[src/hdl/cplx_pkg.sv]
package cplx_pkg;

	//////////////////////////////
	// data widths
	localparam int DATA_W = 16; // one Q1.15 part
	localparam int CPLX_W = 2 * DATA_W; // {re, im}
	localparam int PROD_W = 32;
	localparam int FRAC_W = 15; // product shift, truncating

	//////////////////////////////
	// register map, word addresses
	localparam int ADR_W = 3;
	localparam logic [ADR_W-1:0] ADR_OPA    = 3'd0;
	localparam logic [ADR_W-1:0] ADR_OPB    = 3'd1;
	localparam logic [ADR_W-1:0] ADR_CTRL   = 3'd2; // write launches
	localparam logic [ADR_W-1:0] ADR_RESULT = 3'd3; // read pops
	localparam logic [ADR_W-1:0] ADR_STATUS = 3'd4; // fifo level

	// operation codes, 3 behaves like OP_MUL
	typedef enum logic [1:0] {
		OP_MUL  = 2'd0,
		OP_CMUL = 2'd1, // opa * conj(opb)
		OP_ADD  = 2'd2
	} op_t;

	//////////////////////////////
	// result buffering
	localparam int FIFO_DEPTH = 8;
	localparam int LVL_W      = 4; // holds 0..FIFO_DEPTH
	localparam int ALU_LAT    = 3; // op_valid to res_valid

endpackage
[src/hdl/cplx_unit_top.sv]
`timescale 1ns/100ps

module cplx_unit_top (
	input  logic                        clk,
	input  logic                        rst_n_i,
	input  logic                        wb_cyc_i,
	input  logic                        wb_stb_i,
	input  logic                        wb_we_i,
	input  logic [cplx_pkg::ADR_W-1:0]  wb_adr_i,
	input  logic [cplx_pkg::CPLX_W-1:0] wb_dat_i,
	output logic [cplx_pkg::CPLX_W-1:0] wb_dat_o,
	output logic                        wb_ack_o
);

	logic                        op_valid;
	logic [cplx_pkg::CPLX_W-1:0] opa, opb;
	cplx_pkg::op_t               op;
	logic                        res_valid; // fifo push
	logic [cplx_pkg::CPLX_W-1:0] res;
	logic [cplx_pkg::LVL_W-1:0]  level;
	logic [cplx_pkg::CPLX_W-1:0] head;
	logic                        pop;

	//////////////////////////////
	cplx_wb_regs u_regs (
		.clk(clk), .rst_n_i(rst_n_i),
		.wb_cyc_i(wb_cyc_i), .wb_stb_i(wb_stb_i), .wb_we_i(wb_we_i),
		.wb_adr_i(wb_adr_i), .wb_dat_i(wb_dat_i),
		.wb_dat_o(wb_dat_o), .wb_ack_o(wb_ack_o),
		.op_valid_o(op_valid), .opa_o(opa), .opb_o(opb), .op_o(op),
		.res_valid_i(res_valid),
		.level_i(level), .head_i(head), .pop_o(pop)
	);

	complex_alu u_alu (
		.clk(clk), .rst_n_i(rst_n_i),
		.valid_i(op_valid), .opa_i(opa), .opb_i(opb), .op_i(op),
		.valid_o(res_valid), .res_o(res)
	);

	result_fifo u_fifo (
		.clk(clk), .rst_n_i(rst_n_i),
		.push_i(res_valid), .pop_i(pop), .din_i(res),
		.head_o(head), .level_o(level)
	);

endmodule

[src/hdl/cplx_wb_regs.sv]
`timescale 1ns/100ps

module cplx_wb_regs (
	input  logic                        clk,
	input  logic                        rst_n_i,
	// wishbone classic slave
	input  logic                        wb_cyc_i,
	input  logic                        wb_stb_i,
	input  logic                        wb_we_i,
	input  logic [cplx_pkg::ADR_W-1:0]  wb_adr_i,
	input  logic [cplx_pkg::CPLX_W-1:0] wb_dat_i,
	output logic [cplx_pkg::CPLX_W-1:0] wb_dat_o,
	output logic                        wb_ack_o,
	// alu launch
	output logic                        op_valid_o,
	output logic [cplx_pkg::CPLX_W-1:0] opa_o,
	output logic [cplx_pkg::CPLX_W-1:0] opb_o,
	output cplx_pkg::op_t               op_o,
	input  logic                        res_valid_i,
	// result fifo
	input  logic [cplx_pkg::LVL_W-1:0]  level_i,
	input  logic [cplx_pkg::CPLX_W-1:0] head_i,
	output logic                        pop_o
);

	logic                       req;
	logic                       ctrl_wr;
	logic                       credit_ok;
	logic                       launch;
	logic [cplx_pkg::LVL_W-1:0] inflight_q;
	logic [cplx_pkg::LVL_W:0]   used; // level plus in flight with a spare bit

	//////////////////////////////
	// access decode
	assign req     = wb_cyc_i & wb_stb_i & ~wb_ack_o; // not yet acked
	assign ctrl_wr = req & wb_we_i & (wb_adr_i == cplx_pkg::ADR_CTRL);

	// every result in flight already owns a fifo slot
	assign used      = {1'b0, level_i} + {1'b0, inflight_q};
	assign credit_ok = (used < cplx_pkg::FIFO_DEPTH);
	assign launch    = ctrl_wr & credit_ok;

	always_ff @(posedge clk or negedge rst_n_i) begin
		if (!rst_n_i) begin
			wb_ack_o   <= 1'b0;
			op_valid_o <= 1'b0;
		end else begin
			wb_ack_o   <= req & (~ctrl_wr | credit_ok); // stalled launch waits
			op_valid_o <= launch;
		end
	end

	always_ff @(posedge clk or negedge rst_n_i) begin
		if (!rst_n_i) begin
			inflight_q <= '0;
		end else begin
			case ({launch, res_valid_i})
				2'b10:   inflight_q <= inflight_q + 1'b1;
				2'b01:   inflight_q <= inflight_q - 1'b1;
				default: ;
			endcase
		end
	end

	//////////////////////////////
	// operand and opcode registers
	always_ff @(posedge clk) begin
		if (req & wb_we_i) begin
			case (wb_adr_i)
				cplx_pkg::ADR_OPA: opa_o <= wb_dat_i;
				cplx_pkg::ADR_OPB: opb_o <= wb_dat_i;
				default: ;
			endcase
		end
	end

	always_ff @(posedge clk or negedge rst_n_i) begin
		if (!rst_n_i) begin
			op_o <= cplx_pkg::OP_MUL;
		end else if (launch) begin
			op_o <= cplx_pkg::op_t'(wb_dat_i[1:0]);
		end
	end

	//////////////////////////////
	// read data valid in the ack cycle
	always_comb begin
		wb_dat_o = '0;
		case (wb_adr_i)
			cplx_pkg::ADR_OPA: wb_dat_o = opa_o;
			cplx_pkg::ADR_OPB: wb_dat_o = opb_o;
			cplx_pkg::ADR_RESULT: begin
				if (level_i != '0) begin
					wb_dat_o = head_i;
				end
			end
			cplx_pkg::ADR_STATUS: begin
				wb_dat_o = {{(cplx_pkg::CPLX_W - cplx_pkg::LVL_W){1'b0}}, level_i};
			end
			default: ;
		endcase
	end

	// empty fifo reads back zero and leaves the pointers alone
	assign pop_o = wb_ack_o & wb_cyc_i & wb_stb_i & ~wb_we_i &
		(wb_adr_i == cplx_pkg::ADR_RESULT) & (level_i != '0);

	ack_single_a: assert property (
		@(posedge clk) disable iff (!rst_n_i)
			wb_ack_o |-> (wb_cyc_i && wb_stb_i) ##1 !wb_ack_o
	) else $error("cplx_wb_regs: ack outside a bus cycle or held for two cycles");

endmodule

[src/hdl/result_fifo.sv]
`timescale 1ns/100ps

module result_fifo (
	input  logic                        clk,
	input  logic                        rst_n_i,
	input  logic                        push_i,
	input  logic                        pop_i,
	input  logic [cplx_pkg::CPLX_W-1:0] din_i,
	output logic [cplx_pkg::CPLX_W-1:0] head_o,
	output logic [cplx_pkg::LVL_W-1:0]  level_o
);

	logic [cplx_pkg::CPLX_W-1:0]               mem [cplx_pkg::FIFO_DEPTH];
	logic [$clog2(cplx_pkg::FIFO_DEPTH)-1:0]   wr_ptr;
	logic [$clog2(cplx_pkg::FIFO_DEPTH)-1:0]   rd_ptr;

	//////////////////////////////
	// storage
	always_ff @(posedge clk) begin
		if (push_i) begin
			mem[wr_ptr] <= din_i;
		end
	end

	assign head_o = mem[rd_ptr]; // oldest entry

	// pointers wrap naturally, depth is a power of two
	always_ff @(posedge clk or negedge rst_n_i) begin
		if (!rst_n_i) begin
			wr_ptr <= '0;
			rd_ptr <= '0;
		end else begin
			if (push_i) begin
				wr_ptr <= wr_ptr + 1'b1;
			end
			if (pop_i) begin
				rd_ptr <= rd_ptr + 1'b1;
			end
		end
	end

	always_ff @(posedge clk or negedge rst_n_i) begin
		if (!rst_n_i) begin
			level_o <= '0;
		end else begin
			case ({push_i, pop_i})
				2'b10:   level_o <= level_o + 1'b1;
				2'b01:   level_o <= level_o - 1'b1;
				default: ; // none or both
			endcase
		end
	end

	// credit logic upstream must keep these from ever firing
	no_push_full_a: assert property (
		@(posedge clk) disable iff (!rst_n_i) push_i |-> (level_o != cplx_pkg::FIFO_DEPTH)
	) else $error("result_fifo: push while full");

	no_pop_empty_a: assert property (
		@(posedge clk) disable iff (!rst_n_i) pop_i |-> (level_o != '0)
	) else $error("result_fifo: pop while empty");

endmodule

[src/hdl/complex_alu.sv]
`timescale 1ns/100ps

module complex_alu (
	input  logic                        clk,
	input  logic                        rst_n_i,
	input  logic                        valid_i,
	input  logic [cplx_pkg::CPLX_W-1:0] opa_i,
	input  logic [cplx_pkg::CPLX_W-1:0] opb_i,
	input  cplx_pkg::op_t               op_i,
	output logic                        valid_o,
	output logic [cplx_pkg::CPLX_W-1:0] res_o
);

	logic [cplx_pkg::DATA_W-1:0] a, b, c, d;
	logic [cplx_pkg::DATA_W-1:0] s2_b; // second input of slice 2
	logic                        valid_s1;
	logic                        valid_s2;
	cplx_pkg::op_t               op_s1;
	cplx_pkg::op_t               op_s2;
	logic                        mult_s1;
	logic [cplx_pkg::PROD_W-1:0] p1, p2, p3, p4;
	logic [cplx_pkg::DATA_W-1:0] t1, t2, t3, t4;
	logic [cplx_pkg::DATA_W-1:0] re_d, im_d;

	assign a = opa_i[cplx_pkg::CPLX_W-1:cplx_pkg::DATA_W];
	assign b = opa_i[cplx_pkg::DATA_W-1:0];
	assign c = opb_i[cplx_pkg::CPLX_W-1:cplx_pkg::DATA_W];
	assign d = opb_i[cplx_pkg::DATA_W-1:0];

	// add passes c through slice 2 instead of multiplying by d
	assign s2_b = (op_i == cplx_pkg::OP_ADD) ? c : d;

	//////////////////////////////
	// control pipeline
	always_ff @(posedge clk or negedge rst_n_i) begin
		if (!rst_n_i) begin
			valid_s1 <= 1'b0;
			valid_s2 <= 1'b0;
			valid_o  <= 1'b0;
			op_s1    <= cplx_pkg::OP_MUL;
			op_s2    <= cplx_pkg::OP_MUL;
		end else begin
			valid_s1 <= valid_i;
			valid_s2 <= valid_s1;
			valid_o  <= valid_s2;
			if (valid_i) begin
				op_s1 <= op_i;
			end
			op_s2 <= op_s1;
		end
	end

	assign mult_s1 = (op_s1 != cplx_pkg::OP_ADD); // applies in product cycle

	//////////////////////////////
	// slices multiply a*c, b*d, b*c and a*d or pass a, c, b and d for add
	dsp_slice u_slice_1 (
		.clk(clk), .rst_n_i(rst_n_i), .a_i(a), .b_i(c),
		.ce_a_i(valid_i), .ce_b_i(valid_i),
		.use_mult_i(mult_s1), .sel_b_i(1'b0), .p_o(p1)
	);

	dsp_slice u_slice_2 (
		.clk(clk), .rst_n_i(rst_n_i), .a_i(b), .b_i(s2_b),
		.ce_a_i(valid_i), .ce_b_i(valid_i),
		.use_mult_i(mult_s1), .sel_b_i(1'b1), .p_o(p2)
	);

	dsp_slice u_slice_3 (
		.clk(clk), .rst_n_i(rst_n_i), .a_i(b), .b_i(c),
		.ce_a_i(valid_i), .ce_b_i(valid_i),
		.use_mult_i(mult_s1), .sel_b_i(1'b0), .p_o(p3)
	);

	dsp_slice u_slice_4 (
		.clk(clk), .rst_n_i(rst_n_i), .a_i(a), .b_i(d),
		.ce_a_i(valid_i), .ce_b_i(valid_i),
		.use_mult_i(mult_s1), .sel_b_i(1'b1), .p_o(p4)
	);

	//////////////////////////////
	// truncate and combine
	always_comb begin
		if (op_s2 == cplx_pkg::OP_ADD) begin
			t1 = p1[cplx_pkg::DATA_W-1:0]; // raw operands without shift
			t2 = p2[cplx_pkg::DATA_W-1:0];
			t3 = p3[cplx_pkg::DATA_W-1:0];
			t4 = p4[cplx_pkg::DATA_W-1:0];
		end else begin
			t1 = p1[cplx_pkg::FRAC_W+cplx_pkg::DATA_W-1:cplx_pkg::FRAC_W];
			t2 = p2[cplx_pkg::FRAC_W+cplx_pkg::DATA_W-1:cplx_pkg::FRAC_W];
			t3 = p3[cplx_pkg::FRAC_W+cplx_pkg::DATA_W-1:cplx_pkg::FRAC_W];
			t4 = p4[cplx_pkg::FRAC_W+cplx_pkg::DATA_W-1:cplx_pkg::FRAC_W];
		end
		case (op_s2)
			cplx_pkg::OP_CMUL: begin
				re_d = t1 + t2; // ac + bd
				im_d = t3 - t4; // bc - ad
			end
			cplx_pkg::OP_ADD: begin
				re_d = t1 + t2; // wraps
				im_d = t3 + t4;
			end
			default: begin
				re_d = t1 - t2;
				im_d = t3 + t4;
			end
		endcase
	end

	always_ff @(posedge clk) begin
		res_o <= {re_d, im_d};
	end

	alu_lat_a: assert property (
		@(posedge clk) disable iff (!rst_n_i)
			valid_i |-> ##(cplx_pkg::ALU_LAT) (valid_o && !$isunknown(res_o))
	) else $error("complex_alu: no defined result %0d cycles after launch", cplx_pkg::ALU_LAT);

endmodule

[src/hdl/dsp_slice.sv]
`timescale 1ns/100ps

module dsp_slice (
	input  logic                        clk,
	input  logic                        rst_n_i,
	input  logic [cplx_pkg::DATA_W-1:0] a_i,
	input  logic [cplx_pkg::DATA_W-1:0] b_i,
	input  logic                        ce_a_i,
	input  logic                        ce_b_i,
	input  logic                        use_mult_i,
	input  logic                        sel_b_i,
	output logic [cplx_pkg::PROD_W-1:0] p_o
);

	logic signed [cplx_pkg::DATA_W-1:0] a_q;
	logic signed [cplx_pkg::DATA_W-1:0] b_q;
	logic signed [cplx_pkg::PROD_W-1:0] mult;
	logic signed [cplx_pkg::DATA_W-1:0] pass_sel;
	logic        [cplx_pkg::PROD_W-1:0] pass_ext;

	//////////////////////////////
	// input register stage
	always_ff @(posedge clk or negedge rst_n_i) begin
		if (!rst_n_i) begin
			a_q <= '0;
		end else if (ce_a_i) begin
			a_q <= a_i;
		end
	end

	always_ff @(posedge clk or negedge rst_n_i) begin
		if (!rst_n_i) begin
			b_q <= '0;
		end else if (ce_b_i) begin
			b_q <= b_i;
		end
	end

	//////////////////////////////
	// multiplier or bypass
	assign mult = a_q * b_q; // signed 16x16, full 32-bit result

	// bypass path for add, one operand sign extended
	assign pass_sel = sel_b_i ? b_q : a_q;
	assign pass_ext = {{(cplx_pkg::PROD_W - cplx_pkg::DATA_W){pass_sel[cplx_pkg::DATA_W-1]}},
		pass_sel};

	// product register, loads every cycle
	always_ff @(posedge clk or negedge rst_n_i) begin
		if (!rst_n_i) begin
			p_o <= '0;
		end else if (use_mult_i) begin
			p_o <= mult;
		end else begin
			p_o <= pass_ext;
		end
	end

	// X on an operand of a launched op shows up here one cycle later
	p_known_a: assert property (
		@(posedge clk) disable iff (!rst_n_i) !$isunknown(p_o)
	) else $error("dsp_slice: unknown value on p_o");

endmodule

[config.mk]
export PLATFORM = sky130hd
export DESIGN_NAME = cplx_unit_top
export DESIGN_NICKNAME = d
export VERILOG_FILES = /design/src/hdl/cplx_pkg.sv /design/src/hdl/cplx_unit_top.sv /design/src/hdl/cplx_wb_regs.sv /design/src/hdl/result_fifo.sv /design/src/hdl/complex_alu.sv /design/src/hdl/dsp_slice.sv
export SDC_FILE = /design/constraint.sdc
export NUM_CORES = 2
export LEC_CHECK = 0
export ABC_CLOCK_PERIOD_IN_PS = 9100
export BUFFER_PORTS_ARGS = -buffer_cell sky130_fd_sc_hd__clkbuf_2
export CAP_MARGIN = 20
export CORE_MARGIN = 10
export CORE_UTILIZATION = 30
export CTS_BUF_LIST = sky130_fd_sc_hd__clkbuf_2 sky130_fd_sc_hd__clkbuf_4 sky130_fd_sc_hd__clkbuf_8
export CTS_CLUSTER_SIZE = 20
export DETAILED_ROUTE_END_ITERATION = 12
export SYNTH_ARGS = -nofsm -noshare
export SYNTH_HDL_FRONTEND = slang
export SYNTH_SLANG_ARGS = --single-unit
[constraint.sdc]
create_clock -name clk -period 9.1 [get_ports clk]
set_input_delay 1.82 -clock clk [delete_from_list [all_inputs] [get_ports clk]]
set_output_delay 1.82 -clock clk [all_outputs]
set_load 0.01 [all_outputs]
==> results_dict.tcl <==
set metrics [dict create \
    grt_overflow 0 \
    hp-class "register to register" \
    rsz0062_at_grt "no" \
    fin_ws_ps 1900 \
    cts.sinks 581 \
    area_growth_pct 9.04 \
    worst-setup-path-type "register to register" \
    cp.required_ps 9770 \
    async_flop_share_pct 39.4 \
    maxCapViolCount 0 \
    period_needed_ps 7200 \
    crit_chain "buf_4 > nand2_1 > fa_1 > fa_1 > fa_1 > inv_1 > fa_1 > fa_1 > inv_1 > fa_1 > inv_1 > ha_1 > and4_1 > nand2_1 > nor3_1 > o21ai_1 > o311ai_1 > o22ai_1 > xor2_1 > a21oi_1" \
    clock_path_buffers 3 \
    synth_flop_cell "edfxtp_1" \
    drtPass1Iterations 6 \
    synth-edff-count 320 \
    crit_top_cell "fa_1" \
    clkLatencyLatePin_ps 790 \
    finalHoldViolations 0 \
    worst_pin_slew_ps 1090 \
    grt_pass1_vias 45100 \
    clk_pin_slew_ps 70 \
    die_y_um 477 \
    cts_resized 0 \
    place_hpwl_mm 128 \
    wl_per_cell_um 19.3 \
    holdWs_ps 347 \
    numCtsBuffers 94 \
    setup_viol 0 \
    endpoint_kind "register" \
    drt_iter0_drc 3348 \
    drt_wl_total_mm 169 \
    skew_ps 65.1 \
    max_clock_freq_mhz 139 \
    drc_errors 0 \
    synth.mux.area_fraction_pct 5.35 \
    pin_count 73 \
    post_cts_buffers 0 \
    core.rowCount 167 \
    synthSimpleGateAreaFrac_pct 11.6 \
    crit_fanout 18 \
    grt_pass1_wl_mm 266 \
    period_share_pct 79.2 \
    htreeDepth 3 \
    synth_top_family_by_area "adder cells" \
    yosysUniqueCellTypes 87 \
    post-place-ws_ps 2010 \
    gp_congestion 0.874 \
    utilization_pct 32.9 \
    cts_tree "built" \
    crit_arrival_ps 7880 \
    antenna_found_initial 8 \
    vias 42100 \
    yosys.area_share.adder_pct 40.1 \
    final_max_slew_viol_count 0 \
    fin_setup_tns_ps 0 \
    cpMaxStageDelayCell "dfrtp_1" \
    synth_cells 5929 \
    ys_ff_latch 581 \
    grt_usage_pct 14.8 \
    nNetsFinal 7340 \
    die-width_um 477 \
    avgSynthCellArea_um2 10.6 \
    cpPeakStageDelay_ps 870 \
    critical_path.startpoint_type "register" \
    clockRootBuffer "clkbuf_8" \
    drt.antenna.violating_nets 0 \
    port_buffers 72 \
    synth_xor_area_share_pct 2.88 \
    syn_nets 7362 \
    vias_per_cell 4.79 \
    grt_start_max_net_pins 111 \
    core_mm2 0.207 \
    dieArea_mm2 0.228 \
    syn_area_mm2 0.0627 \
    outcome "complete, no violations" \
    floorplan.initialDensity_pct 30.2 \
    maxSlewHeadroom_pct 27.3 \
    drive_above_1_share_pct 8.82 \
    hold_buffers 0 \
    num-fill-cells 20900 \
    synth_compound_area_share_pct 5.78 \
    ys_seq_area_share_pct 25.5 \
    yosysWarnings 0 \
]
==> metal layers <==
| metal | track usage [%] | up-vias | wire length, µm |
|---|---|---|---|
| li1 | - | 18500 | - |
| met1 | 19.7 | 22000 | 71500 |
| met2 | 24.5 | 1305 | 80400 |
| met3 | 1.94 | 271 | 10200 |
| met4 | 5.65 | 4 | 7100 |
| met5 | 0 | - | 19 |
==> cells in the mapped netlist (8+ instances only) <==
| cell | count | area share (%) |
|---|---|---|
| nor3_1 | 44 | 0.35 |
| ha_1 | 365 | 7.3 |
| nand4_1 | 10 | 0.10 |
| mux2_2 | 101 | 1.8 |
| a21boi_0 | 10 | 0.12 |
| and2_1 | 477 | 4.8 |
| o21a_1 | 25 | 0.30 |
| mux4_2 | 64 | 2.3 |
| a31oi_1 | 8 | 0.080 |
| clkbuf_1 | 250 | 1.5 |
| o21bai_1 | 19 | 0.23 |
| dfxtp_1 | 32 | 1.0 |
| nor2_1 | 150 | 0.90 |
| buf_2 | 8 | 0.064 |
| nand3_1 | 35 | 0.28 |
| nand2b_1 | 43 | 0.43 |
| a211oi_1 | 23 | 0.28 |
| dfrtp_1 | 229 | 9.1 |
| fa_1 | 1028 | 33 |
| and3_1 | 23 | 0.23 |
| mux2i_1 | 77 | 1.2 |
| xor2_1 | 79 | 1.1 |
| nor2b_1 | 11 | 0.11 |
| a21o_1 | 38 | 0.46 |
| buf_1 | 16 | 0.096 |
| inv_1 | 1171 | 7.0 |
| a22oi_1 | 30 | 0.36 |
| edfxtp_1 | 320 | 15 |
| or3_1 | 14 | 0.14 |
| o31ai_1 | 12 | 0.14 |
| a21oi_1 | 132 | 1.1 |
| o21ai_0 | 175 | 1.4 |
| o211ai_1 | 9 | 0.11 |
| nand2_1 | 653 | 3.9 |
| xnor2_1 | 125 | 1.7 |
==> worst max-delay path: cells and delay by family (launching register included) <==
kind	cells	cell delay, ps
xor gates and xnor gates	1	180
and+or+nand+nor	4	840
AOI/OAI and AO/OA	4	1270
adders and majority gates	7	3390
DFF	1	870
buffers and inverters	4	530
==> metrics by stage <==
stage | cells | cell area [µm²]
floorplan | 5929 | 62700
global placement | 8599 | 66200
detailed placement | 8599 | 66200
CTS | 8774 | 68300
global route | 8774 | 68300
finish | 8781 | 68300
==> flip-flops by register name, indices dropped and copies added, names as in the netlist, 3 cells and up <==
register and count:
u_alu.u_slice_1.p_o 31, u_alu.u_slice_1.a_q 16, u_alu.u_slice_3.p_o 31, u_regs.opa_o 32, u_alu.u_slice_4.b_q 16, u_alu.u_slice_2.p_o 31
u_alu.res_o 32, u_fifo.level_o 4, u_alu.u_slice_2.a_q 16, u_fifo.wr_ptr 3, u_regs.inflight_q 4, u_fifo.mem 256
u_alu.u_slice_2.b_q 16, u_alu.u_slice_4.p_o 31, u_fifo.rd_ptr 3, u_alu.u_slice_1.b_q 16, u_regs.opb_o 32
==> kinds of logic (layout without fill, tap and decap cells) <==
logic type / count (synthesis) / in the layout
buffers and inverters: 1448 / 1505
adder cells (fa/ha/maj): 1393 / 1393
AO/OA/AOI/OAI: 568 / 568
AND/OR/NAND/NOR: 1492 / 1492
multiplexers: 242 / 242
other: 0 / 7
XOR/XNOR: 205 / 205
flip-flops: 581 / 581
==> worst paths after layout <==
check	from	endpoint	slack, ps	cells after the start
setup / recovery	u_alu.u_slice_2.a_q[9]$_DFFE_PN0P_	u_alu.u_slice_2.p_o[29]$_DFF_PN0_	1900	20
max in group asynchronous	rst_n_i	u_alu.u_slice_4.p_o[27]$_DFF_PN0_	6490	2
hold reg to reg	u_alu.valid_s1$_DFF_PN0_	u_alu.valid_s2$_DFF_PN0_	350	0
min in group asynchronous	rst_n_i	u_fifo.rd_ptr[2]$_DFFE_PN0P_	1090	1
setup reg to reg	u_alu.u_slice_2.a_q[9]$_DFFE_PN0P_	u_alu.u_slice_2.p_o[29]$_DFF_PN0_	1900	20
hold / removal	u_alu.valid_s1$_DFF_PN0_	u_alu.valid_s2$_DFF_PN0_	350	0
==> cell usage in the layout, fill, tap and decap left out, drive strengths merged, types with 30 or more instances in the layout <==
cell,n
dfrtp,229
a21oi,132
mux4,64
inv,1176
xnor2,126
clkbuf,205
and2,477
xor2,79
mux2,101
edfxtp,320
ha,365
buf,88
nand2b,43
o21ai,181
a22oi,30
nand3,35
mux2i,77
fa,1028
nor2,150
a21o,38
dfxtp,32
nor3,44
nand2,654
==> area by class of cell <==
type                       instances  area, µm²  share of cell area (%)
multi-input combinational       3900      41300                    60.5
sequential                       581      16000                    23.4
inverter                        1171       4400                    6.43
tap                             2788       3490                    5.11
clock buffer                     134       1650                    2.42
timing repair buffer             159       1040                    1.52
clock inverter                    41        432                   0.632
antenna                            7       17.5                  0.0256
Power is not shown: default switching activity piles up to over one toggle a cycle in this logic, so the estimate is an artifact.
